==> src/source/dcache_pkg.sv <==
// Data cache geometry, address field widths and the memory operation encoding

package dcache_pkg;

    // Word and address widths seen by the load/store unit
    localparam int DATA_WIDTH = 32;
    localparam int ADDR_WIDTH = 32;

    // Cache geometry, direct mapped
    localparam int CACHE_SIZE = 1024;
    localparam int LINE_SIZE  = 32;
    localparam int LINE_WIDTH = LINE_SIZE * 8;
    localparam int LINE_COUNT = CACHE_SIZE / LINE_SIZE;

    // Address is split as tag | index | offset
    localparam int OFFSET_WIDTH = $clog2(LINE_SIZE);
    localparam int INDEX_WIDTH  = $clog2(LINE_COUNT);
    localparam int TAG_WIDTH    = ADDR_WIDTH - INDEX_WIDTH - OFFSET_WIDTH;

    // Bytes per word, which is also the byte select width
    localparam int BYTE_COUNT = DATA_WIDTH / 8;

    // The offset splits again into a word select and a byte lane within the word
    localparam int LANE_WIDTH     = $clog2(BYTE_COUNT);
    localparam int WORD_SEL_WIDTH = OFFSET_WIDTH - LANE_WIDTH;

    // Memory operations, the last three are the stores
    typedef enum logic [2:0] {
        OP_LB  = 3'd0,
        OP_LH  = 3'd1,
        OP_LW  = 3'd2,
        OP_LBU = 3'd3,
        OP_LHU = 3'd4,
        OP_SB  = 3'd5,
        OP_SH  = 3'd6,
        OP_SW  = 3'd7
    } dcache_op_t;

endpackage

==> src/source/dcache_dt.sv <==
// DT stage of the data cache
// Registers the request, splits the address and lines up store or fill data

`timescale 1ns/1ps

module dcache_dt (
    input  logic                               clk,
    input  logic                               i_arst_n,

    input  logic                               i_en,
    input  logic [dcache_pkg::ADDR_WIDTH-1:0]  i_addr,
    input  dcache_pkg::dcache_op_t             i_op,
    input  logic [dcache_pkg::DATA_WIDTH-1:0]  i_data,
    input  logic                               i_fill,
    input  logic [dcache_pkg::LINE_WIDTH-1:0]  i_fill_data,
    input  logic                               i_valid,
    input  logic                               i_dirty,

    output logic                               o_en,
    output logic                               o_store,
    output logic                               o_signed,
    output logic [dcache_pkg::TAG_WIDTH-1:0]   o_tag,
    output logic [dcache_pkg::INDEX_WIDTH-1:0] o_index,
    output logic [dcache_pkg::OFFSET_WIDTH-1:0] o_offset,
    output logic [dcache_pkg::BYTE_COUNT-1:0]  o_byte_sel,
    output logic [dcache_pkg::DATA_WIDTH-1:0]  o_data,
    output logic                               o_fill,
    output logic [dcache_pkg::LINE_WIDTH-1:0]  o_fill_data,
    output logic                               o_valid,
    output logic                               o_dirty
);

    import dcache_pkg::*;

    logic                  is_store;
    logic                  is_signed;
    logic [BYTE_COUNT-1:0] byte_sel;
    logic [DATA_WIDTH-1:0] aligned_data;

    // A fill ignores the operation, so it never counts as a store
    assign is_store  = !i_fill && (i_op inside {OP_SB, OP_SH, OP_SW});
    assign is_signed = i_op inside {OP_LB, OP_LH};

    // Byte enables sit in the word lane picked by the low address bits.
    // Store data is copied to every lane so DW can merge with the enables alone
    always_comb begin
        case (i_op)
            OP_LB, OP_LBU, OP_SB: begin
                byte_sel     = BYTE_COUNT'(1) << i_addr[LANE_WIDTH-1:0];
                aligned_data = {BYTE_COUNT{i_data[7:0]}};
            end
            OP_LH, OP_LHU, OP_SH: begin
                // Bit 0 is dropped so an odd half address truncates to alignment
                byte_sel     = BYTE_COUNT'(3) << {i_addr[LANE_WIDTH-1], 1'b0};
                aligned_data = {(BYTE_COUNT / 2){i_data[15:0]}};
            end
            default: begin
                byte_sel     = '1;
                aligned_data = i_data;
            end
        endcase
    end

    always_ff @(posedge clk or negedge i_arst_n) begin
        if (!i_arst_n) begin
            o_en <= 1'b0;
        end else begin
            o_en <= i_en;
        end
    end

    always_ff @(posedge clk) begin
        o_store     <= is_store;
        o_signed    <= is_signed;
        o_tag       <= i_addr[ADDR_WIDTH-1 -: TAG_WIDTH];
        o_index     <= i_addr[OFFSET_WIDTH +: INDEX_WIDTH];
        o_offset    <= i_addr[OFFSET_WIDTH-1:0];
        o_byte_sel  <= byte_sel;
        o_data      <= aligned_data;
        o_fill      <= i_fill;
        o_fill_data <= i_fill_data;
        o_valid     <= i_valid;
        o_dirty     <= i_dirty;
    end

endmodule

==> config.mk <==
export PLATFORM = sky130hd
export DESIGN_NAME = dcache_dt
export DESIGN_NICKNAME = d
export VERILOG_FILES = /design/src/source/dcache_pkg.sv /design/src/source/dcache_dt.sv
export SDC_FILE = /design/constraint.sdc
export NUM_CORES = 1
export LEC_CHECK = 0
export BUFFER_PORTS_ARGS = -buffer_cell sky130_fd_sc_hd__buf_2
export CORE_AREA = 2 2 255 257
export DETAILED_ROUTE_END_ITERATION = 8
export DIE_AREA = 0 0 257 259
export PLACE_DENSITY = 0.3
export SYNTH_ARGS = -nofsm -noshare
export SYNTH_HDL_FRONTEND = slang
export SYNTH_SLANG_ARGS = --single-unit
export TNS_END_PERCENT = 100
==> constraint.sdc <==
create_clock -name clk -period 0.8 [get_ports clk]
set_input_delay 0.04 -clock clk [delete_from_list [all_inputs] [get_ports clk]]
set_output_delay 0.04 -clock clk [all_outputs]
set_load 0.1 [all_outputs]
==> summary.txt <==
Placement
  • Number of I/O port buffers: 658
  • Weighted congestion reported at the end of routability-driven placement: 0.757
  • HPWL reported at the end of detailed placement: 29100 um
  • Worst slack at placement: -0.665 ns
  • Placed insts: 1924

Synth
  • Register area share after synthesis: 91.6%
  • Commonest cells post-synth: dfxtp_1, mux2_2, nor2_1, a221o_1, mux2i_1
  • Number of warning messages in the yosys log: 0
  • Share of Yosys cell area claimed by the top area cell type: 91.3%
  • Async set or reset register ratio after synthesis: 0.303%
  • Cell types occupying the most area after synthesis: dfxtp_1, mux2_2, mux2_4
  • Number of enable-type register cells in the synthesized netlist: 0
  • Post-synthesis average cell area: 18.2 um2
  • Area of the mapped netlist: 7220 um2
  • Number of register bits inferred by synthesis: 330
  • Library cells used by synthesis: 27
  • Number of instances in the synthesized netlist: 397
  • Main synth FF type: dfxtp_1
  • Most instantiated library cell after synthesis: dfxtp_1
  • Number of nets in the synthesized netlist: 726
  • Largest area contributor in the netlist: dfxtp_1

Clock network
  • TritonCTS clock tree: built
  • Post-CTS setup buffers: 0
  • H-Tree Level Count: 2
  • Cell at the root of the clock tree: clkbuf_16
  • Number of clock sinks: 330
  • Number of buffers created by CTS: 43
  • Buffers from clock root to sink, at most: 3
  • Clock transition at the registers of the reported paths: 0.06 ns

Routing
  • DRT Wirelength: 36400 um
  • Length of the first detailed-routing pass in iterations: 4
  • Final antenna-violating net count: 0
  • Via density per instance: 3.03
  • Average routed wire per standard cell: 15.6 um
  • Overall via count from detail_route: 7066
  • # DRC: 0
  • First DRT Iteration DRCs: 135

Timing
  • Total negative slack for setup checks: -99.84 ns
  • Smallest hold slack: 0.0295 ns
  • Worst Max-Slew Pin Slew: 0.566 ns
  • Total of endpoints with negative setup slack in the final report: 330
  • Number of max-slew violations in the final report: 0
  • Setup repair after global routing missed its margin: true
  • Maximum clock frequency: 0.854 GHz
  • Final period util: 146%
  • Max-slew headroom: 62.0%
  • Hold Fails Final Rpt: 0
  • Final critical delay including setup and external delays: 1.17 ns
  • Slack of the critical path: -0.371 ns

GRT
  • Remaining Overflow, GRT: 0
  • First-pass GRT wire length: 52000 um
  • Maximum number of pins on one net before global-route repair: 13
  • Global-route usage over all layers: 10.5%
  • Initial antenna violation count: 0
  • Number of global-route vias before repair: 7708

Worst setup path
  • Buffers plus inverters on the worst setup path: 1
  • Crit-path max FO: 1
  • Critical Path Start Type: flip-flop
  • Family with the most delay on the worst path: flip-flops
  • Element type at the critical path end: output pin
  • Worst setup path category: reg2out
  • Largest stage delay on the critical path: 0.41 ns
  • CP required: 0.76 ns
  • Master of the slowest instance on the critical path: dfrtp_2
  • Crit path depth: 1
  • Critical Path, Cell by Cell: buf_12
  • Data arrival at the endpoint of the critical path: 1.13 ns

Floorplanning
  • Die Area: 66600 um2
  • Total I/O pin count: 659
  • Initial Util: 11.3%
  • Die span in x: 257 um
  • Placeable Area: 63900 um2
  • Height of the chip: 259 um
  • Number of placement rows: 93

Power
  • Static power due to leakage: 9.61 nW
  • Overall power consumption: 51.4 mW
  • Worst vdd ir: 1.58 mV
  • Power per Cell Area: 2360 nW/um2

Final layout
  • Area growth from synthesis to layout: 202%
  • Antenna diode count: 0
  • Nets: 1774
  • Final standard cell count with taps included and fillers excluded: 2329
  • Layout cells sized above 1: 74.2%

Run status
  • Failing checks: negative setup slack
  • Run status: finished with violations

Min path
  • Instance count along the most critical hold path: 5
  • Min-delay worst type: in2reg

Flow run
  • Max-Cap Viols: 0
-- routing by layer --
| layer | track usage [%] | vias up | part of all wire [%] |
|---|---|---|---|
| li1 | - | 3393 | - |
| met3 | 4.79 | 54 | 10 |
| met4 | 3.28 | 0 | 2.3 |
| met2 | 19.8 | 345 | 54 |
| met1 | 10.3 | 3274 | 34 |
| met5 | 0 | - | 0 |
-- power by group --
group | switching (mW) | total (mW) | internal (mW)
combinational | 8.40 | 13.9 | 5.51
clock | 7.54 | 19.0 | 11.5
sequential | 0.783 | 18.4 | 17.6
-- flip-flops by register name (all words and copies together), names as in the netlist --
signal and flops:
o_fill_data 256, o_byte_sel 4, o_tag 22, o_dirty 1, o_signed 1, o_fill 1
o_en 1, o_valid 1, o_offset 5, o_data 32, o_index 5, o_store 1
-- logic make-up (layout without fill, tap and decap cells) --
logic type	after synthesis	in the layout	share of synthesized area (%)
AOI/OAI and AO/OA	13	13	1.66
muxes	25	25	4.23
buffers and inverters	6	1083	0.642
xor gates and xnor gates	2	2	0.347
and+or+nand+nor	21	21	1.49
DFF	330	330	91.6
-- cell type report --
cell class | instances | area, um2
multi-input cells | 61 | 583
inverters | 3 | 11.3
clock buffers | 61 | 1240
flip-flops and latches | 330 | 7030
well taps | 855 | 1070
fillers | 6214 | 42100
repair buffers | 1006 | 11700
clock inverters | 13 | 148
-- per-stage QoR --
| step | area, um2 | utilization (%) |
|---|---|---|
| 2_1_floorplan | 7650 | - |
| 5_1_grt | 21800 | 34.1 |
| 4_1_cts | 21800 | 34.1 |
| 6_report | 21800 | 34.1 |
| 3_5_place_dp | 17100 | 26.7 |
| 3_3_place_gp | 17100 | 26.7 |
-- final timing paths --
| path | from | slack [ns] | to |
|---|---|---|---|
| worst min-delay path | i_op[1] | 0.03 | o_data[27] |
| min in group asynchronous | i_arst_n | 0.32 | o_en |
| worst max-delay path | o_en | -0.37 | o_en |
| max in group asynchronous | i_arst_n | 0.36 | o_en |
-- timing repair --
| item | CTS | global route |
|---|---|---|
| hold buffers | 330 | 2 |
| gates resized for setup | 15 | 2 |
| setup endpoints to repair | 338 | 349 |
| hold endpoints to repair | 331 | 2 |
-- layout by cell type, fill, tap and decap left out, types with 9 or more instances in the layout --
| cell | count |
|---|---|
| dlygate4sd3_1 | 331 |
| buf_12 | 331 |
| buf_2 | 328 |
| dfxtp_2 | 326 |
| clkbuf_16 | 44 |
| buf_4 | 16 |
| nor2_1 | 10 |
| clkbuf_1 | 9 |
(Power assumes the default switching activity.)
