==> src/source/dcache_pkg.sv <==
// Data cache geometry, address field widths and the memory operation encoding

package dcache_pkg;

    // Word and address widths seen by the load/store unit
    localparam int DATA_WIDTH = 32;
    localparam int ADDR_WIDTH = 32;

    // Cache geometry, direct mapped
    localparam int CACHE_SIZE = 1024;
    localparam int LINE_SIZE  = 32;
    localparam int LINE_WIDTH = LINE_SIZE * 8;
    localparam int LINE_COUNT = CACHE_SIZE / LINE_SIZE;

    // Address is split as tag | index | offset
    localparam int OFFSET_WIDTH = $clog2(LINE_SIZE);
    localparam int INDEX_WIDTH  = $clog2(LINE_COUNT);
    localparam int TAG_WIDTH    = ADDR_WIDTH - INDEX_WIDTH - OFFSET_WIDTH;

    // Bytes per word, which is also the byte select width
    localparam int BYTE_COUNT = DATA_WIDTH / 8;

    // The offset splits again into a word select and a byte lane within the word
    localparam int LANE_WIDTH     = $clog2(BYTE_COUNT);
    localparam int WORD_SEL_WIDTH = OFFSET_WIDTH - LANE_WIDTH;

    // Memory operations, the last three are the stores
    typedef enum logic [2:0] {
        OP_LB  = 3'd0,
        OP_LH  = 3'd1,
        OP_LW  = 3'd2,
        OP_LBU = 3'd3,
        OP_LHU = 3'd4,
        OP_SB  = 3'd5,
        OP_SH  = 3'd6,
        OP_SW  = 3'd7
    } dcache_op_t;

endpackage

==> src/source/dcache_dw.sv <==
// DW stage of the data cache
// Tag compare, load extraction, store merge, fill write and victim report

`timescale 1ns/1ps

module dcache_dw (
    input  logic                                clk,
    input  logic                                i_arst_n,

    // Request from the DT stage
    input  logic                                i_en,
    input  logic                                i_store,
    input  logic                                i_signed,
    input  logic [dcache_pkg::TAG_WIDTH-1:0]    i_tag,
    input  logic [dcache_pkg::INDEX_WIDTH-1:0]  i_index,
    input  logic [dcache_pkg::OFFSET_WIDTH-1:0] i_offset,
    input  logic [dcache_pkg::BYTE_COUNT-1:0]   i_byte_sel,
    input  logic [dcache_pkg::DATA_WIDTH-1:0]   i_data,
    input  logic                                i_fill,
    input  logic [dcache_pkg::LINE_WIDTH-1:0]   i_fill_data,
    input  logic                                i_valid,
    input  logic                                i_dirty,

    // Registered read from the line store
    input  logic                                i_rd_valid,
    input  logic                                i_rd_dirty,
    input  logic [dcache_pkg::TAG_WIDTH-1:0]    i_rd_tag,
    input  logic [dcache_pkg::LINE_WIDTH-1:0]   i_rd_data,

    // Store write port fed back for forwarding
    input  logic                                i_byp_wr_en,
    input  logic [dcache_pkg::INDEX_WIDTH-1:0]  i_byp_wr_index,
    input  logic                                i_byp_wr_valid,
    input  logic                                i_byp_wr_dirty,
    input  logic [dcache_pkg::TAG_WIDTH-1:0]    i_byp_wr_tag,
    input  logic [dcache_pkg::LINE_WIDTH-1:0]   i_byp_wr_data,

    output logic                                o_wr_en,
    output logic [dcache_pkg::INDEX_WIDTH-1:0]  o_wr_index,
    output logic                                o_wr_valid,
    output logic                                o_wr_dirty,
    output logic [dcache_pkg::TAG_WIDTH-1:0]    o_wr_tag,
    output logic [dcache_pkg::LINE_WIDTH-1:0]   o_wr_data,

    output logic                                o_done,
    output logic                                o_hit,
    output logic [dcache_pkg::DATA_WIDTH-1:0]   o_data,
    output logic                                o_victim_valid,
    output logic [dcache_pkg::ADDR_WIDTH-1:0]   o_victim_addr,
    output logic [dcache_pkg::LINE_WIDTH-1:0]   o_victim_data
);

    import dcache_pkg::*;

    logic                      byp_en_q;
    logic [INDEX_WIDTH-1:0]    byp_index_q;
    logic                      byp_valid_q;
    logic                      byp_dirty_q;
    logic [TAG_WIDTH-1:0]      byp_tag_q;
    logic [LINE_WIDTH-1:0]     byp_data_q;

    logic                      use_byp;
    logic                      line_valid;
    logic                      line_dirty;
    logic [TAG_WIDTH-1:0]      line_tag;
    logic [LINE_WIDTH-1:0]     line_data;

    logic                      tag_hit;
    logic [WORD_SEL_WIDTH-1:0] word_sel;
    logic [DATA_WIDTH-1:0]     load_word;
    logic [LANE_WIDTH-1:0]     lane;
    logic [DATA_WIDTH-1:0]     lane_word;
    logic [DATA_WIDTH-1:0]     load_ext;
    logic [LINE_WIDTH-1:0]     merged_line;

    // The write that lands at the edge of this request's store read is not in
    // the read data, so keep a copy of it for one cycle
    always_ff @(posedge clk or negedge i_arst_n) begin
        if (!i_arst_n) begin
            byp_en_q <= 1'b0;
        end else begin
            byp_en_q <= i_byp_wr_en;
        end
    end

    always_ff @(posedge clk) begin
        byp_index_q <= i_byp_wr_index;
        byp_valid_q <= i_byp_wr_valid;
        byp_dirty_q <= i_byp_wr_dirty;
        byp_tag_q   <= i_byp_wr_tag;
        byp_data_q  <= i_byp_wr_data;
    end

    assign use_byp    = byp_en_q && (byp_index_q == i_index);
    assign line_valid = use_byp ? byp_valid_q : i_rd_valid;
    assign line_dirty = use_byp ? byp_dirty_q : i_rd_dirty;
    assign line_tag   = use_byp ? byp_tag_q   : i_rd_tag;
    assign line_data  = use_byp ? byp_data_q  : i_rd_data;

    assign tag_hit  = line_valid && (line_tag == i_tag);
    assign word_sel = i_offset[OFFSET_WIDTH-1:LANE_WIDTH];

    assign load_word = line_data[word_sel*DATA_WIDTH +: DATA_WIDTH];

    // The lowest enabled byte gives the lane the load starts at
    always_comb begin
        lane = '0;
        for (int b = BYTE_COUNT - 1; b >= 0; b--) begin
            if (i_byte_sel[b]) begin
                lane = LANE_WIDTH'(b);
            end
        end
    end

    assign lane_word = load_word >> {lane, 3'b000};

    always_comb begin
        case (i_byte_sel)
            4'b1111: load_ext = lane_word;
            4'b0011, 4'b1100: begin
                load_ext = {{(DATA_WIDTH - 16){i_signed & lane_word[15]}}, lane_word[15:0]};
            end
            default: begin
                load_ext = {{(DATA_WIDTH - 8){i_signed & lane_word[7]}}, lane_word[7:0]};
            end
        endcase
    end

    // Store data is already copied to every lane, the enables pick the bytes
    always_comb begin
        merged_line = line_data;
        for (int i = 0; i < LINE_SIZE; i++) begin
            if ((WORD_SEL_WIDTH'(i / BYTE_COUNT) == word_sel) && i_byte_sel[i % BYTE_COUNT]) begin
                merged_line[i*8 +: 8] = i_data[(i % BYTE_COUNT)*8 +: 8];
            end
        end
    end

    // Only a fill or a store hit changes the line, a store miss writes nothing
    assign o_wr_en    = i_en && (i_fill || (i_store && tag_hit));
    assign o_wr_index = i_index;
    assign o_wr_valid = i_fill ? i_valid : line_valid;
    assign o_wr_dirty = i_fill ? i_dirty : 1'b1;
    assign o_wr_tag   = i_fill ? i_tag : line_tag;
    assign o_wr_data  = i_fill ? i_fill_data : merged_line;

    always_ff @(posedge clk or negedge i_arst_n) begin
        if (!i_arst_n) begin
            o_done         <= 1'b0;
            o_hit          <= 1'b0;
            o_victim_valid <= 1'b0;
        end else begin
            o_done         <= i_en;
            o_hit          <= i_en && (i_fill || tag_hit);
            o_victim_valid <= i_en && i_fill && line_valid && line_dirty;
        end
    end

    // Only a load that hits returns data, everything else gives zero
    always_ff @(posedge clk) begin
        o_data        <= (tag_hit && !i_store && !i_fill) ? load_ext : '0;
        o_victim_addr <= {line_tag, i_index, {OFFSET_WIDTH{1'b0}}};
        o_victim_data <= line_data;
    end

endmodule

==> config.mk <==
export PLATFORM = sky130hd
export DESIGN_NAME = dcache_dw
export DESIGN_NICKNAME = d
export VERILOG_FILES = /design/src/source/dcache_pkg.sv /design/src/source/dcache_dw.sv
export SDC_FILE = /design/constraint.sdc
export NUM_CORES = 1
export LEC_CHECK = 0
export ABC_AREA = 1
export BUFFER_PORTS_ARGS = -buffer_cell sky130_fd_sc_hd__buf_2
export CORE_AREA = 2 2 581 583
export DETAILED_ROUTE_END_ITERATION = 10
export DIE_AREA = 0 0 583 585
export GPL_TIMING_DRIVEN = 0
export PLACE_DENSITY = 0.3
export SYNTH_ARGS = -nofsm -noshare
export SYNTH_HDL_FRONTEND = slang
export SYNTH_SLANG_ARGS = --single-unit
==> constraint.sdc <==
create_clock -name clk -period 3 [get_ports clk]
set_clock_uncertainty 0.2 [all_clocks]
set_input_delay 0.6 -clock clk [delete_from_list [all_inputs] [get_ports clk]]
set_output_delay 0.6 -clock clk [all_outputs]
set_load 0.02 [all_outputs]
==> impl_metrics.py <==
metrics = {
    "status": {
        "outcome": "complete, but fails checks",
        "failed_checks": "max-capacitance violations, max-slew violations, negative setup slack",
    },
    "clocking": {
        "cts_buffers": 97,
        "clock_latency_ns": 0.89,
        "htreeDepth": 3,
        "clkTransAtPathRegs_ns": 0.06,
        "cts_tree": "built",
        "cts-root-buf": "clkbuf_16",
        "cts_buffer_depth": 4,
        "cts_sinks": 604,
    },
    "die": {
        "io_pins": 1507,
        "rows": 213,
        "core_mm2": 0.335,
        "die_h_um": 585,
        "die-area_mm2": 0.341,
        "die_x_um": 583,
        "initial_core_util": 0.0742,
    },
    "sta": {
        "max_freq_ghz": 0.232,
        "grt_setup_unrepaired": "true",
        "worst_slew_pin_slew_ns": 1.58,
        "maxSlewHeadroom": -0.0537,
        "min_period_over_period": 1.43,
        "fin_ws_ns": -1.30,
        "final.min_clock_period_ns": 4.30,
        "slew_violations": 11,
        "setup_violations": 316,
        "final_hold_viol_count": 0,
    },
    "final_layout": {
        "drive_above_1_share": 0.458,
        "final_cells": 10584,
        "nets": 6911,
        "nFillCells": 38505,
        "syn2layout_area_growth_pct": 126,
        "final_util": 0.167,
    },
    "power_and_ir_drop": {
        "switchingPower_mw": 10.8,
        "swShare": 0.368,
        "p_comb_frac": 0.278,
        "clock_power_share": 0.429,
        "p_seq_frac": 0.294,
        "ir_drop_v": 0.000429,
        "p_int_mw": 18.6,
        "p_per_area_mw_per_mm2": 524,
        "leakage_nw": 26.0,
        "p_total_mw": 29.4,
    },
    "synthesis": {
        "ys_seq_elements": 604,
        "synthTopCellsByArea": "dfxtp_1, nand2_1, o21ai_0",
        "async_flop_share": 0.00662,
        "yosys_warnings": 0,
        "netlist_instances": 3589,
        "synth.most_common_cell": "nand2_1",
        "synth-edff-count": 0,
        "synth-seq-area-share": 0.487,
        "synth_cell_types": 32,
        "synth_top_cell_by_area": "dfxtp_1",
        "synth_flop_cell": "dfxtp_1",
        "netlist_area_mm2": 0.0249,
        "syn_area_per_cell_um2": 6.93,
        "synthTopCellsByCount": "nand2_1, dfxtp_1, o21ai_0",
        "yosys.area.top_type_share": 0.483,
    },
    "routing": {
        "firstDrtPassIters": 5,
        "drt-total-wl_mm": 432,
        "routedWlPerCell_um": 40.9,
        "drc_errors": 0,
        "vias": 38099,
        "drt-vias-per-instance": 3.60,
        "drtIter0Drc": 2787,
        "ant_nets": 0,
    },
    "placed_design": {
        "placedCellCount": 9516,
        "place_hpwl_mm": 359,
        "io_buffers": 1498,
        "gp_congestion": 0.851,
        "place_ws_ns": -4.09,
    },
    "flow_run": {
        "drv_cap": 1,
    },
    "critical_path": {
        "cp_data_required_time_ns": 2.20,
        "crit_fanout": 7,
        "r2r_cells": 22,
        "cp_cell_sequence": "inv_2 > nand2_2 > nand2_2 > nor2_4 > nand3_4 > buf_12 > buf_12 > buf_16 > buf_16 > clkbuf_16 > nand2_4 > o21a_4 > clkinvlp_4 > o21ai_4 > nand2_2 > buf_12",
        "crit_path_end_kind": "output port",
        "cp_data_arrival_time_ns": 3.50,
        "path_class": "reg -> out",
        "critical_path.startpoint_type": "flip-flop",
        "crit_slowest_cell": "dfxtp_2",
        "cp_slowest_stage_delay_ns": 0.33,
    },
    "global_route": {
        "grt_pass1_wl_mm": 499,
        "grt_pass1_vias": 37613,
        "grt_antenna_before_repair": 246,
        "gr-total-overflow": 0,
        "grt_max_degree": 14,
        "grt_usage": 0.238,
    },
    "hold_path": {
        "worstHoldPathCells": 4,
        "hold_class": "in -> reg",
    },
}
[timing repair]
item,CTS,global route
resized for setup,858,820
cloned,1,20
setup endpoints to repair,534,325
hold buffers,517,19
hold endpoints to repair,522,19
buffers inserted,110,143
pin swaps,67,163
[metal layers]
layer | wire, um | part of all wire | track usage
met1 | 181000 | 0.42 | 0.291
met2 | 196000 | 0.45 | 0.387
met3 | 39500 | 0.091 | 0.0856
met4 | 14900 | 0.035 | 0.0730
met5 | 1010 | 0.0023 | 0
[power by group through the flow]
stage	registers [mW]	clock network, mW	logic (mW)
finish	8.64	12.6	8.17
global route	8.68	13.2	8.48
CTS	8.64	13.0	7.57
detailed placement	8.80	0	6.46
global placement	8.80	0	6.43
floorplan	9.08	0	1.78
[path summary, 6_finish.rpt]
check | startpoint | endpoint | slack [ns]
max | byp_index_q[4]$_DFF_P_ | o_wr_data[249] | -1.30
min | i_rd_data[188] | o_victim_data[188]$_DFF_P_ | 0.0004
max reg2reg | byp_index_q[2]$_DFF_P_ | o_data[10]$_SDFF_PN0_ | -1.22
min reg2reg | byp_data_q[22]$_DFF_P_ | o_victim_data[22]$_DFF_P_ | 0.29
max in group asynchronous | i_arst_n | o_done$_DFF_PN0_ | 1.30
min in group asynchronous | i_arst_n | byp_en_q$_DFF_PN0_ | 0.82
[metrics by stage]
step | hold WS [ns] | setup TNS [ns] | area [um^2]
after CTS | -0.370 | -379.35 | 51000
after global placement | 0.275 | -1303.69 | 38000
final | 0.000389 | -304.12 | 56100
after floorplan | 0.104 | -0.171 | 25000
after detailed placement | 0.265 | -1106.12 | 38500
after global routing | -0.000440 | -345.98 | 56000
[placed cells by master, fill, tap and decap left out, types with 17 or more instances in the layout]
master	n
nand3_1	114
clkbuf_4	24
nand3_2	28
nor2_2	26
nor2_1	212
nand2_8	24
buf_4	259
clkbuf_2	57
o21ai_1	85
a21oi_1	139
nand2_1	1008
buf_16	48
clkbuf_16	123
o21ai_2	102
o21ai_0	274
buf_6	75
clkbuf_1	42
dlygate4sd3_1	536
nand4_1	31
inv_1	197
nand2_2	168
nand3_4	17
clkinvlp_4	20
buf_12	63
o21ai_4	53
inv_2	25
dfxtp_1	597
diode_2	93
nor2_4	50
nand2_4	136
buf_2	1372
clkbuf_8	18
[worst max-delay path: cells and delay by family (launching register included)]
kind	cells	cell delay, ns
buffers and inverters	8	1.30
AND/OR/NAND/NOR	6	0.50
AO/OA/AOI/OAI	2	0.42
flip-flops	1	0.33
[cells by family (layout without fill, tap and decap cells)]
family,Yosys count,in the layout,synth area share
and+or+nand+nor,1819,1819,0.287
AOI/OAI and AO/OA,721,721,0.150
DFF,604,604,0.487
buffers and inverters,434,2925,0.0723
xor gates and xnor gates,10,10,0.00352
other,1,98,0.000151
[registers in the layout, summed over array words and instances (netlist names)]
| register | flops |
|---|---|
| byp_dirty_q | 1 |
| byp_data_q | 256 |
| o_done | 1 |
| o_victim_addr | 27 |
| byp_index_q | 5 |
| byp_valid_q | 1 |
| o_victim_valid | 1 |
| byp_tag_q | 22 |
| o_data | 32 |
| byp_en_q | 1 |
| o_hit | 1 |
| o_victim_data | 256 |
[cell type report]
type | instances | area (um^2) | area share
Timing Repair Buffer | 2324 | 17000 | 0.302
Multi-Input combinational cell | 2555 | 14800 | 0.264
Sequential cell | 604 | 12100 | 0.216
Tap cell | 4407 | 5510 | 0.0982
Clock buffer | 126 | 2700 | 0.0481
Buffer | 188 | 2160 | 0.0385
Inverter | 243 | 1010 | 0.0181
Clock inverter | 44 | 647 | 0.0115
Antenna cell | 93 | 233 | 0.00415
Power figures use the tool's default switching activity.
